--- config.mk ---
export PLATFORM = sky130hd
export DESIGN_NAME = gpio_apb_top
export DESIGN_NICKNAME = d
export VERILOG_FILES = /design/src/gpio_bus_pkg.sv /design/src/gpio_pin_pkg.sv /design/src/gpio_apb_regs.sv /design/src/gpio_apb_top.sv /design/src/gpio_pin_io.sv /design/src/gpio_trigger.sv
export SDC_FILE = /design/constraint.sdc
export NUM_CORES = 1
export LEC_CHECK = 0
export BUFFER_PORTS_ARGS = -buffer_cell sky130_fd_sc_hd__clkbuf_2
export CAP_MARGIN = 20
export CORE_MARGIN = 8
export CORE_UTILIZATION = 55
export CTS_BUF_LIST = sky130_fd_sc_hd__clkbuf_16
export DETAILED_ROUTE_END_ITERATION = 10
export PLACE_DENSITY = 0.82
export SETUP_SLACK_MARGIN = 0.05
export SKIP_LAST_GASP = 1
export SLEW_MARGIN = 15
export SYNTH_ARGS = -nofsm -noshare
export SYNTH_HDL_FRONTEND = slang
export SYNTH_SLANG_ARGS = --single-unit
--- constraint.sdc ---
create_clock -name PCLK -period 1.7 [get_ports PCLK]
set_input_delay 0.085 -clock PCLK [delete_from_list [all_inputs] [get_ports PCLK]]
set_output_delay 0.085 -clock PCLK [all_outputs]
set_load 0.02 [all_outputs]
--- src/gpio_bus_pkg.sv ---
/*
 * Bus side definitions of the GPIO peripheral
 * Register indices, APB control bundle and read timing
 */
package gpio_bus_pkg;

  //////////////////////////////
  // Register map
  //////////////////////////////

  // Word index on PADDR, one register per index
  typedef enum logic [3:0] {
    MODE      = 4'd0,
    DIRECTION = 4'd1,
    OUTPUT    = 4'd2,
    INPUT     = 4'd3,
    TR_TYPE   = 4'd4,
    TR_LVL0   = 4'd5,
    TR_LVL1   = 4'd6,
    TR_STAT   = 4'd7,
    IRQ_ENA   = 4'd8
  } reg_addr_e;

  //////////////////////////////
  // APB control
  //////////////////////////////

  // Phase and direction qualifiers of one transfer
  typedef struct packed {
    logic sel;
    logic enable;
    logic write;
  } apb_ctrl_t;

  // PRDATA is loaded one edge after setup
  // and is valid throughout the access phase
  localparam int unsigned READ_LATENCY = 1;

endpackage

--- src/gpio_pin_pkg.sv ---
/*
 * Pin side definitions of the GPIO peripheral
 * Per-pin drive and trigger configuration with their encodings
 */
package gpio_pin_pkg;

  //////////////////////////////
  // Pad driving
  //////////////////////////////

  // Output mode encoding
  localparam logic PUSH_PULL  = 1'b0;
  localparam logic OPEN_DRAIN = 1'b1;

  // Drive setup of one pin
  typedef struct packed {
    logic mode;  // PUSH_PULL or OPEN_DRAIN
    logic dir;   // 1 for output
    logic out;
  } pin_cfg_t;

  //////////////////////////////
  // Triggering
  //////////////////////////////

  // Trigger kind encoding
  localparam logic TR_LEVEL = 1'b0;
  localparam logic TR_EDGE  = 1'b1;

  // Trigger setup of one pin
  typedef struct packed {
    logic tr_type;  // TR_LEVEL or TR_EDGE
    logic lvl0;     // Low level or falling edge
    logic lvl1;     // High level or rising edge
    logic irq_ena;
  } trig_cfg_t;

endpackage

--- src/gpio_apb_regs.sv ---
/*
 * APB register file of the GPIO peripheral
 * Byte-strobed configuration writes, status clear mask and registered reads
 */
module gpio_apb_regs #(
  parameter int PDATA_SIZE = 16,
  parameter int PADDR_SIZE = 4
) (
  input  logic                    PCLK,
  input  logic                    PRESETn,
  input  gpio_bus_pkg::apb_ctrl_t apb_ctrl,
  input  logic [PADDR_SIZE-1:0]   paddr,
  input  logic [PDATA_SIZE/8-1:0] pstrb,
  input  logic [PDATA_SIZE-1:0]   pwdata,
  output logic [PDATA_SIZE-1:0]   prdata,
  input  logic [PDATA_SIZE-1:0]   in_val,
  input  logic [PDATA_SIZE-1:0]   tr_stat,
  output gpio_pin_pkg::pin_cfg_t  pin_cfg [PDATA_SIZE],
  output gpio_pin_pkg::trig_cfg_t trig_cfg [PDATA_SIZE],
  output logic [PDATA_SIZE-1:0]   stat_clear
);

  //////////////////////////////
  // Address decode
  //////////////////////////////

  // Register indices sized to the address bus
  localparam logic [PADDR_SIZE-1:0] A_MODE    = PADDR_SIZE'(gpio_bus_pkg::MODE);
  localparam logic [PADDR_SIZE-1:0] A_DIR     = PADDR_SIZE'(gpio_bus_pkg::DIRECTION);
  localparam logic [PADDR_SIZE-1:0] A_OUTPUT  = PADDR_SIZE'(gpio_bus_pkg::OUTPUT);
  localparam logic [PADDR_SIZE-1:0] A_INPUT   = PADDR_SIZE'(gpio_bus_pkg::INPUT);
  localparam logic [PADDR_SIZE-1:0] A_TR_TYPE = PADDR_SIZE'(gpio_bus_pkg::TR_TYPE);
  localparam logic [PADDR_SIZE-1:0] A_TR_LVL0 = PADDR_SIZE'(gpio_bus_pkg::TR_LVL0);
  localparam logic [PADDR_SIZE-1:0] A_TR_LVL1 = PADDR_SIZE'(gpio_bus_pkg::TR_LVL1);
  localparam logic [PADDR_SIZE-1:0] A_TR_STAT = PADDR_SIZE'(gpio_bus_pkg::TR_STAT);
  localparam logic [PADDR_SIZE-1:0] A_IRQ_ENA = PADDR_SIZE'(gpio_bus_pkg::IRQ_ENA);

  logic                  wr_en;
  logic [PDATA_SIZE-1:0] strb_mask;

  // Configuration registers, one bit per pin
  logic [PDATA_SIZE-1:0] mode_q;
  logic [PDATA_SIZE-1:0] dir_q;
  logic [PDATA_SIZE-1:0] out_q;
  logic [PDATA_SIZE-1:0] tr_type_q;
  logic [PDATA_SIZE-1:0] lvl0_q;
  logic [PDATA_SIZE-1:0] lvl1_q;
  logic [PDATA_SIZE-1:0] irq_ena_q;

  // Write lands at the end of the access phase
  assign wr_en = apb_ctrl.sel & apb_ctrl.enable & apb_ctrl.write;

  // Widen each strobe over its byte lane
  always_comb begin
    for (int n = 0; n < PDATA_SIZE / 8; n++) begin
      strb_mask[n*8 +: 8] = {8{pstrb[n]}};
    end
  end

  // Strobed lanes from the bus, others keep their value
  function automatic logic [PDATA_SIZE-1:0] merge(input logic [PDATA_SIZE-1:0] orig);
    return (orig & ~strb_mask) | (pwdata & strb_mask);
  endfunction

  //////////////////////////////
  // Register writes
  //////////////////////////////

  always_ff @(posedge PCLK or negedge PRESETn) begin
    if (!PRESETn) begin
      mode_q    <= '0;
      dir_q     <= '0;
      out_q     <= '0;
      tr_type_q <= '0;
      lvl0_q    <= '0;
      lvl1_q    <= '0;
      irq_ena_q <= '0;
    end else if (wr_en) begin
      case (paddr)
        A_MODE:            mode_q    <= merge(mode_q);
        A_DIR:             dir_q     <= merge(dir_q);
        // INPUT is read-only, its writes go to OUTPUT
        A_OUTPUT, A_INPUT: out_q     <= merge(out_q);
        A_TR_TYPE:         tr_type_q <= merge(tr_type_q);
        A_TR_LVL0:         lvl0_q    <= merge(lvl0_q);
        A_TR_LVL1:         lvl1_q    <= merge(lvl1_q);
        A_IRQ_ENA:         irq_ena_q <= merge(irq_ena_q);
        default:           ;
      endcase
    end
  end

  // Write-one-to-clear, only the strobed lanes
  assign stat_clear = (wr_en && paddr == A_TR_STAT) ? (pwdata & strb_mask) : '0;

  //////////////////////////////
  // Read mux
  //////////////////////////////

  // Loaded every edge, sampled by the master in the access phase
  always_ff @(posedge PCLK) begin
    case (paddr)
      A_MODE:    prdata <= mode_q;
      A_DIR:     prdata <= dir_q;
      A_OUTPUT:  prdata <= out_q;
      A_INPUT:   prdata <= in_val;
      A_TR_TYPE: prdata <= tr_type_q;
      A_TR_LVL0: prdata <= lvl0_q;
      A_TR_LVL1: prdata <= lvl1_q;
      A_TR_STAT: prdata <= tr_stat;
      A_IRQ_ENA: prdata <= irq_ena_q;
      default:   prdata <= '0;
    endcase
  end

  //////////////////////////////
  // Per-pin configuration
  //////////////////////////////

  for (genvar n = 0; n < PDATA_SIZE; n++) begin : g_cfg
    assign pin_cfg[n] = '{mode: mode_q[n], dir: dir_q[n], out: out_q[n]};
    assign trig_cfg[n] = '{
      tr_type: tr_type_q[n],
      lvl0:    lvl0_q[n],
      lvl1:    lvl1_q[n],
      irq_ena: irq_ena_q[n]
    };
  end

endmodule

--- src/gpio_apb_top.sv ---
/*
 * GPIO peripheral with an APB slave port
 * Zero wait states, exports pad output and output enable per pin
 */
module gpio_apb_top #(
  parameter int PDATA_SIZE   = 16,  // Multiple of 8
  parameter int PADDR_SIZE   = 4,
  parameter int INPUT_STAGES = 2
) (
  input  logic                    PCLK,
  input  logic                    PRESETn,
  input  logic                    PSEL,
  input  logic                    PENABLE,
  input  logic [PADDR_SIZE-1:0]   PADDR,
  input  logic                    PWRITE,
  input  logic [PDATA_SIZE/8-1:0] PSTRB,
  input  logic [PDATA_SIZE-1:0]   PWDATA,
  output logic [PDATA_SIZE-1:0]   PRDATA,
  output logic                    PREADY,
  output logic                    PSLVERR,
  output logic                    irq,
  input  logic [PDATA_SIZE-1:0]   gpio_i,
  output logic [PDATA_SIZE-1:0]   gpio_o,
  output logic [PDATA_SIZE-1:0]   gpio_oe
);

  gpio_bus_pkg::apb_ctrl_t apb_ctrl;
  gpio_pin_pkg::pin_cfg_t  pin_cfg [PDATA_SIZE];
  gpio_pin_pkg::trig_cfg_t trig_cfg [PDATA_SIZE];
  logic [PDATA_SIZE-1:0]   stat_clear;
  logic [PDATA_SIZE-1:0]   in_val;
  logic [PDATA_SIZE-1:0]   tr_stat;

  assign apb_ctrl = '{sel: PSEL, enable: PENABLE, write: PWRITE};

  // Never stalls, never errors
  assign PREADY  = 1'b1;
  assign PSLVERR = 1'b0;

  gpio_apb_regs #(
    .PDATA_SIZE (PDATA_SIZE),
    .PADDR_SIZE (PADDR_SIZE)
  ) gpio_apb_regs_inst (
    .PCLK       (PCLK),
    .PRESETn    (PRESETn),
    .apb_ctrl   (apb_ctrl),
    .paddr      (PADDR),
    .pstrb      (PSTRB),
    .pwdata     (PWDATA),
    .prdata     (PRDATA),
    .in_val     (in_val),
    .tr_stat    (tr_stat),
    .pin_cfg    (pin_cfg),
    .trig_cfg   (trig_cfg),
    .stat_clear (stat_clear)
  );

  gpio_pin_io #(
    .PDATA_SIZE   (PDATA_SIZE),
    .INPUT_STAGES (INPUT_STAGES)
  ) gpio_pin_io_inst (
    .PCLK    (PCLK),
    .PRESETn (PRESETn),
    .pin_cfg (pin_cfg),
    .gpio_i  (gpio_i),
    .in_val  (in_val),
    .gpio_o  (gpio_o),
    .gpio_oe (gpio_oe)
  );

  gpio_trigger #(
    .PDATA_SIZE (PDATA_SIZE)
  ) gpio_trigger_inst (
    .PCLK       (PCLK),
    .PRESETn    (PRESETn),
    .trig_cfg   (trig_cfg),
    .in_val     (in_val),
    .stat_clear (stat_clear),
    .tr_stat    (tr_stat),
    .irq        (irq)
  );

endmodule

--- src/gpio_pin_io.sv ---
/*
 * Pin interface of the GPIO peripheral
 * Synchronizes the inputs and registers the pad drive signals
 */
module gpio_pin_io #(
  parameter int PDATA_SIZE   = 16,
  parameter int INPUT_STAGES = 2
) (
  input  logic                   PCLK,
  input  logic                   PRESETn,
  input  gpio_pin_pkg::pin_cfg_t pin_cfg [PDATA_SIZE],
  input  logic [PDATA_SIZE-1:0]  gpio_i,
  output logic [PDATA_SIZE-1:0]  in_val,
  output logic [PDATA_SIZE-1:0]  gpio_o,
  output logic [PDATA_SIZE-1:0]  gpio_oe
);

  // Synchronizer chain, stage 0 faces the pins
  logic [PDATA_SIZE-1:0] sync_q [INPUT_STAGES];
  logic [PDATA_SIZE-1:0] o_next;
  logic [PDATA_SIZE-1:0] oe_next;

  //////////////////////////////
  // Input path
  //////////////////////////////

  always_ff @(posedge PCLK or negedge PRESETn) begin
    if (!PRESETn) begin
      for (int s = 0; s < INPUT_STAGES; s++) begin
        sync_q[s] <= '0;
      end
      in_val <= '0;
    end else begin
      sync_q[0] <= gpio_i;
      for (int s = 1; s < INPUT_STAGES; s++) begin
        sync_q[s] <= sync_q[s-1];
      end
      // Extra register after the chain
      in_val <= sync_q[INPUT_STAGES-1];
    end
  end

  //////////////////////////////
  // Output path
  //////////////////////////////

  // Open drain never drives high, it releases the pad instead
  always_comb begin
    for (int n = 0; n < PDATA_SIZE; n++) begin
      if (pin_cfg[n].mode == gpio_pin_pkg::OPEN_DRAIN) begin
        o_next[n]  = 1'b0;
        oe_next[n] = pin_cfg[n].dir & ~pin_cfg[n].out;
      end else begin
        o_next[n]  = pin_cfg[n].out;
        oe_next[n] = pin_cfg[n].dir;
      end
    end
  end

  // All pins are inputs out of reset
  always_ff @(posedge PCLK or negedge PRESETn) begin
    if (!PRESETn) begin
      gpio_o  <= '0;
      gpio_oe <= '0;
    end else begin
      gpio_o  <= o_next;
      gpio_oe <= oe_next;
    end
  end

endmodule

--- src/gpio_trigger.sv ---
/*
 * Trigger logic of the GPIO peripheral
 * Level and edge detection per pin, sticky status and interrupt
 */
module gpio_trigger #(
  parameter int PDATA_SIZE = 16
) (
  input  logic                    PCLK,
  input  logic                    PRESETn,
  input  gpio_pin_pkg::trig_cfg_t trig_cfg [PDATA_SIZE],
  input  logic [PDATA_SIZE-1:0]   in_val,
  input  logic [PDATA_SIZE-1:0]   stat_clear,
  output logic [PDATA_SIZE-1:0]   tr_stat,
  output logic                    irq
);

  logic [PDATA_SIZE-1:0] in_dly_q;
  logic [PDATA_SIZE-1:0] rise_q;
  logic [PDATA_SIZE-1:0] fall_q;
  logic [PDATA_SIZE-1:0] match;
  logic [PDATA_SIZE-1:0] irq_ena;

  //////////////////////////////
  // Edge detection
  //////////////////////////////

  // Flags compare in_val with its copy from the previous cycle
  always_ff @(posedge PCLK or negedge PRESETn) begin
    if (!PRESETn) begin
      in_dly_q <= '0;
      rise_q   <= '0;
      fall_q   <= '0;
    end else begin
      in_dly_q <= in_val;
      rise_q   <= in_val & ~in_dly_q;
      fall_q   <= in_dly_q & ~in_val;
    end
  end

  //////////////////////////////
  // Trigger selection
  //////////////////////////////

  // lvl0 means low or falling, lvl1 means high or rising
  always_comb begin
    for (int n = 0; n < PDATA_SIZE; n++) begin
      if (trig_cfg[n].tr_type == gpio_pin_pkg::TR_EDGE) begin
        match[n] = (trig_cfg[n].lvl0 & fall_q[n]) | (trig_cfg[n].lvl1 & rise_q[n]);
      end else begin
        match[n] = (trig_cfg[n].lvl0 & ~in_val[n]) | (trig_cfg[n].lvl1 & in_val[n]);
      end
      irq_ena[n] = trig_cfg[n].irq_ena;
    end
  end

  // Sticky status, a new match wins over a clear
  always_ff @(posedge PCLK or negedge PRESETn) begin
    if (!PRESETn) begin
      tr_stat <= '0;
      irq     <= 1'b0;
    end else begin
      tr_stat <= (tr_stat & ~stat_clear) | match;
      irq     <= |(tr_stat & irq_ena);
    end
  end

endmodule

==> impl_metrics.tcl, run 1 <==
set metrics [dict create \
    status "finished clean" \
    avgRoutedWirePerCell_um 20.4 \
    vias 6758 \
    hold_ws_ns 0.0965 \
    power_switching_mw 3.65 \
    fp.dieH_um 154 \
    setup_tns_ns 0 \
    port_buffers 91 \
    slew_headroom_pct 65.1 \
    drc_errors 0 \
    clock_sinks 273 \
    crit_path_end_kind "register" \
    cp_max_fo 3 \
    cts-root-buf "clkbuf_16" \
    start_util_pct 56.0 \
    grt_busiest_layer "met2" \
    clk_pin_slew_ns 0.06 \
    worstPathRequired_ns 2.09 \
    drv_slew 0 \
    period_needed_ns 1.38 \
    grt_usage_pct 20.4 \
    vias_per_cell 5.81 \
    dp_hpwl_mm 16.4 \
    antenna_found_initial 0 \
    period_share_pct 81.2 \
    critPathBufInv 0 \
    comb_power_share_pct 10.8 \
    synth_edf_count 0 \
    ys_seq_elements 273 \
    synth_ff_type "dfrtp_1" \
    critical_path.top_delay_family "flip-flops" \
    cts_inserted_buffers 27 \
    die_area_mm2 0.0236 \
    power_leakage_nw 5.97 \
    met2_usage_pct 33.6 \
    yosysTopAreaCellShare_pct 61.6 \
    clock_latency_ns 0.53 \
    arrival_ns 1.77 \
    power.density_mw_per_mm2 1130 \
    drv_cap 0 \
    totalWireLength_mm 23.8 \
    grt_use_met3_pct 3.92 \
    drt-pass1-iter-count 5 \
    area_delta_synth_final_pct 22.4 \
    synth_area_mm2 0.0104 \
    die_width_um 154 \
    ir_drop_mv 0.807 \
    fin_nets 953 \
    yosysMostFrequentCell "dfrtp_1" \
    cts_buffer_depth 3 \
    crit_path_max_incr_delay_ns 0.40 \
    rsz0062_at_grt "false" \
    synth_top_cell_by_area "dfrtp_1" \
    ctsResizeCount 0 \
    clock_skew_ns 0.00831 \
    gp_congestion 0.875 \
    crit_path_top_delay_cell "dfrtp_1" \
    pin_count 94 \
    fmax_mhz 725 \
    synth_common_cells "dfrtp_1 (257), mux2_2 (129), nor2b_1 (49)" \
    ys_seq_area_share_pct 64.7 \
    cts_max_level 1 \
    cts_setup_buffers 0 \
    worst_pin_slew_ns 0.524 \
    final-hold-violation-count 0 \
    detail-route-antenna-nets 0 \
    internal-power_mw 10.7 \
    layout-drive-gt1-share_pct 36.3 \
    critical_path.startpoint_type "register" \
    grt_max_degree 66 \
    seq_power_share_pct 52.5 \
    swShare_pct 25.4 \
    drt_iter0_markers 607 \
    grt_pass1_vias 7049 \
    rows 50 \
    synthCells 719 \
    cts_tree "built" \
    clkPwrFrac_pct 36.7 \
    synthArstFlopShare_pct 94.1 \
    grt_use_met1_pct 27.3 \
    avgSynthCellArea_um2 14.5 \
    synth.top_cells.by_area "dfrtp_1 (62%), mux2_2 (14%), dfxtp_1 (3.1%), nor2b_1 (2.9%), a22oi_1 (2.5%)" \
    syn-num-nets 762 \
    crit_type "reg2reg" \
    n_antenna_cell 0 \
    synth.distinct_cells 42 \
    grt_overflow_total 0 \
    core_area_mm2 0.0186 \
    cp_cell_sequence "mux2_2 > a222oi_1 > nand3_1" \
    grt_first_pass_wirelength_mm 38.7 \
    setup_viol 0 \
    hold_path.class "in2async" \
    synth_warnings 0 \
    holdBufCountCts 33 \
]
-- area by class of cell --
class                   count  area [um2]
well taps                 234         293
clock buffers              27         676
multi-input cells         427        3580
fillers                  1280        5870
clock inverters            22         105
repair buffers            181        1360
flip-flops and latches    273        6750
-- power by group through the flow --
stage | clock (mW) | combinational, mW | sequential (mW)
after floorplan | 0 | 0.756 | 7.65
final | 5.27 | 1.56 | 7.54
after detailed placement | 0 | 1.50 | 7.64
after global placement | 0 | 1.46 | 7.61
after global routing | 5.63 | 1.69 | 7.61
after CTS | 5.37 | 1.57 | 7.53
-- cells in the final DEF, fill, tap and decap left out, drive strengths merged, types with 5 or more instances in the layout --
master,synthesis,layout
nand2,23,23
o21ai,17,17
or3,5,5
mux2i,22,22
a221o,16,16
nor3,8,8
a21boi,31,31
dlygate4sd3,0,33
a221oi,6,6
clkbuf,2,117
dfxtp,16,16
nand3,7,7
a22o,5,5
a22oi,35,35
inv,0,6
dfrtp,257,257
nand4,13,13
mux2,131,131
nor2,25,25
nor2b,49,49
a21oi,11,11
clkinv,0,14
buf,17,58
-- kinds of logic (layout without fill, tap and decap cells) --
group	count (synthesis)	count (layout)	share of synthesized area, %
DFF	273	273	64.7
muxes	153	153	16.3
and+or+nand+nor	143	143	8.79
AOI/OAI and AO/OA	129	129	9.19
buffers and inverters	19	230	0.983
other	2	2	0.0720
-- path summary, 6_finish.rpt --
kind / startpoint / endpoint / slack, ns / cells after the start
worst max-delay path: gpio_trigger_inst.tr_stat[3] / gpio_apb_regs_inst.prdata[3] / 0.32 / 3
worst min-delay path: PRESETn / gpio_pin_io_inst.sync_q[23] / 0.1 / 2
worst max register to register: gpio_trigger_inst.tr_stat[3] / gpio_apb_regs_inst.prdata[3] / 0.32 / 3
worst min register to register: gpio_pin_io_inst.sync_q[24] / gpio_pin_io_inst.sync_q[8] / 0.34 / 0
max in group asynchronous: PRESETn / gpio_trigger_inst.rise_q[12] / 0.95 / 3
min in group PCLK: PADDR[0] / gpio_apb_regs_inst.prdata[3] / 0.10 / 4
-- stage by stage --
| step | util (%) | power, mW | instance area (um2) | setup WS, ns | std cells |
|---|---|---|---|---|---|
| floorplan | - | 8.40 | 10400 | 0.156 | 719 |
| global placement | 62.5 | 9.07 | 11700 | 0.0758 | 1082 |
| detailed placement | 62.5 | 9.14 | 11700 | 0.0432 | 1082 |
| CTS | 68.5 | 14.5 | 12800 | 0.318 | 1164 |
| global route | 68.5 | 14.9 | 12800 | 0.284 | 1164 |
| finish | 68.5 | 14.4 | 12800 | 0.320 | 1164 |
-- routing by layer --
metal / vias to the layer above / wire [um]
met5: - / 0
met4: 0 / 529
li1: 3034 / -
met2: 206 / 11700
met3: 45 / 1500
met1: 3473 / 10100
(Power assumes the default switching activity.)
==> run 2: changes to the inputs <==
ABC_AREA = 1   (was unset)
CORE_UTILIZATION = 53   (was 55)
clock period = 1.1 ns   (was 1.7 ns; I/O delays follow)
==> impl_metrics.tcl, run 2 <==
set metrics [dict create \
    grt_overflow_total 0 \
    core_area_mm2 0.0201 \
    drt_iter0_markers 942 \
    cts_max_level 1 \
    clock_latency_ns 0.54 \
    synth_top_cell_by_area "dfrtp_1" \
    synth_edf_count 0 \
    area_delta_synth_final_pct 27.2 \
    yosysMostFrequentCell "nand2_1" \
    setup_viol 11 \
    worstPathRequired_ns 1.04 \
    vias 8977 \
    synth_ff_type "dfrtp_1" \
    synth_area_mm2 0.0108 \
    start_util_pct 53.8 \
    power.density_mw_per_mm2 1760 \
    n_antenna_cell 0 \
    avgRoutedWirePerCell_um 16.9 \
    synthArstFlopShare_pct 94.1 \
    drv_cap 0 \
    multiInputGateArea_mm2 0.00348 \
    layout-drive-gt1-share_pct 18.7 \
    grt_usage_pct 21.5 \
    rsz0062_at_grt "true" \
    grt_pass1_vias 8946 \
    drv_slew 0 \
    syn-num-nets 1231 \
    worst_slack_ns -0.0251 \
    final_cell_mix "nand2_1 (323), dfrtp_1 (247), nand3_1 (161)" \
    vias_per_cell 5.45 \
    synth_warnings 0 \
    critical_path.startpoint_type "register" \
    crit_path_top_delay_cell "dfrtp_1" \
    port_buffers 91 \
    cts_tree "built" \
    fill_cells 1393 \
    ir_drop_mv 0.913 \
    yosysTopAreaCellShare_pct 59.5 \
    synth.top_cells.by_area "dfrtp_1 (59%), nand2_1 (11%), nand3_1 (7.5%), o21ai_0 (5.0%), inv_1 (3.6%)" \
    clock_sinks 273 \
    final-hold-violation-count 0 \
    die_area_mm2 0.0252 \
    pin_count 94 \
    regArea_mm2 0.00678 \
    crit_type "reg2out" \
    drt-pass1-iter-count 5 \
    rows 52 \
    clock_skew_ns 0.0130 \
    setup_tns_ns -0.0764 \
    fmax_mhz 889 \
    crit_path_end_kind "output port" \
    antenna_found_initial 0 \
    power_leakage_nw 6.71 \
    die_width_um 159 \
    layout_commonest_cell "nand2_1" \
    cts-root-buf "clkbuf_16" \
    grt_max_degree 54 \
    totalWireLength_mm 27.8 \
    final_area_mm2 0.0138 \
    dp_hpwl_mm 18.3 \
    cp_cell_sequence "buf_6" \
    violations "negative setup slack" \
    fp.dieH_um 159 \
    period_needed_ns 1.13 \
    cts_inserted_buffers 28 \
    detail-route-antenna-nets 0 \
    period_share_pct 102 \
    hold_ws_ns 0.0467 \
    clk_pin_slew_ns 0.06 \
    grt_first_pass_wirelength_mm 45.1 \
    crit_path_max_incr_delay_ns 0.39 \
    cp_max_fo 1 \
    critical_path.top_delay_family "flip-flops" \
    fin_nets 1399 \
    arrival_ns 1.07 \
    synthCells 1188 \
    critPathBufInv 1 \
    postPlaceCellArea_mm2 0.0121 \
    synth_common_cells "nand2_1 (325), dfrtp_1 (257), nand3_1 (163)" \
    hold_path.class "in2async" \
    gp_congestion 0.900 \
    cts_buffer_depth 3 \
    ys_seq_area_share_pct 62.4 \
    synth.distinct_cells 23 \
    ys_seq_elements 273 \
    status "complete, but fails checks" \
    avgSynthCellArea_um2 9.10 \
    drc_errors 0 \
]
run 2: changes by cell type after synthesis, moves of 36 or more:
cell	previous run	this run
o21ai_0	17	108
o21ai_1	0	36
nand2_1	23	325
mux2_2	129	0
inv_1	0	104
nand3_1	7	163
nor2b_1	49	0
nor2_1	17	84
run 2: metal layers:
layer  vias to the layer above  global-route usage [%]  wire (um)
met5                         -                       0          0
met1                      4287                    29.6      11600
met2                       475                    33.6      12800
met4                         0                    7.53        769
li1                       4145                       -          -
met3                        70                    4.27       2690
run 2: area by class of cell:
| cell class | instances | share of cell area [%] |
|---|---|---|
| clock inverters | 23 | 1.28 |
| inverters | 108 | 2.95 |
| multi-input cells | 762 | 25.3 |
| flip-flops and latches | 273 | 49.3 |
| clock buffers | 29 | 5.28 |
| well taps | 270 | 2.46 |
| repair buffers | 183 | 13.4 |
run 2: path summary, 6_finish.rpt:
check | start | to | slack [ns] | cells after the start
setup / recovery | gpio_pin_io_inst.gpio_o[13] | gpio_o[13] | -0.03 | 1
min in group PCLK | PSTRB[1] | register | 0.09 | 4
hold / removal | PRESETn | gpio_pin_io_inst.sync_q[26] | 0.05 | 2
max in group asynchronous | PRESETn | async pin | 0.49 | 3
hold reg to reg | gpio_pin_io_inst.sync_q[23] | gpio_pin_io_inst.sync_q[7] | 0.34 | 0
setup reg to reg | register | register | 0.08 | 2
run 2: cell families after synthesis:
kind of cell / synth area share (%)
compound gates: 7.41
flops: 62.4
simple gates: 24.2
buf+inv: 5.90
other cells: 0.0695
run 2: power by group:
part	switching, mW	internal (mW)
sequential	0.738	11.0
clock	3.79	5.44
combinational	1.79	1.35
total	6.32	17.8
run 2: timing repair:
action / in CTS / in global routing
hold endpoints to repair: 401 / 0
resized for setup: 54 / 145
pin swaps: 0 / 6
buffers inserted: 2 / 2
endpoints found under the setup margin: 58 / 72
hold buffers: 33 / 0
gates cloned: 0 / 0
run 2: through the flow:
step / power (mW) / setup WS, ns / cells / util [%]
2_1_floorplan: 13.1 / 0.0420 / 1188 / -
3_3_place_gp: 14.2 / -0.109 / 1559 / 60.0
3_5_place_dp: 14.3 / -0.152 / 1559 / 60.0
4_1_cts: 23.8 / -0.0440 / 1646 / 67.0
5_1_grt: 25.1 / -0.0563 / 1648 / 68.4
6_report: 24.1 / -0.0251 / 1648 / 68.4
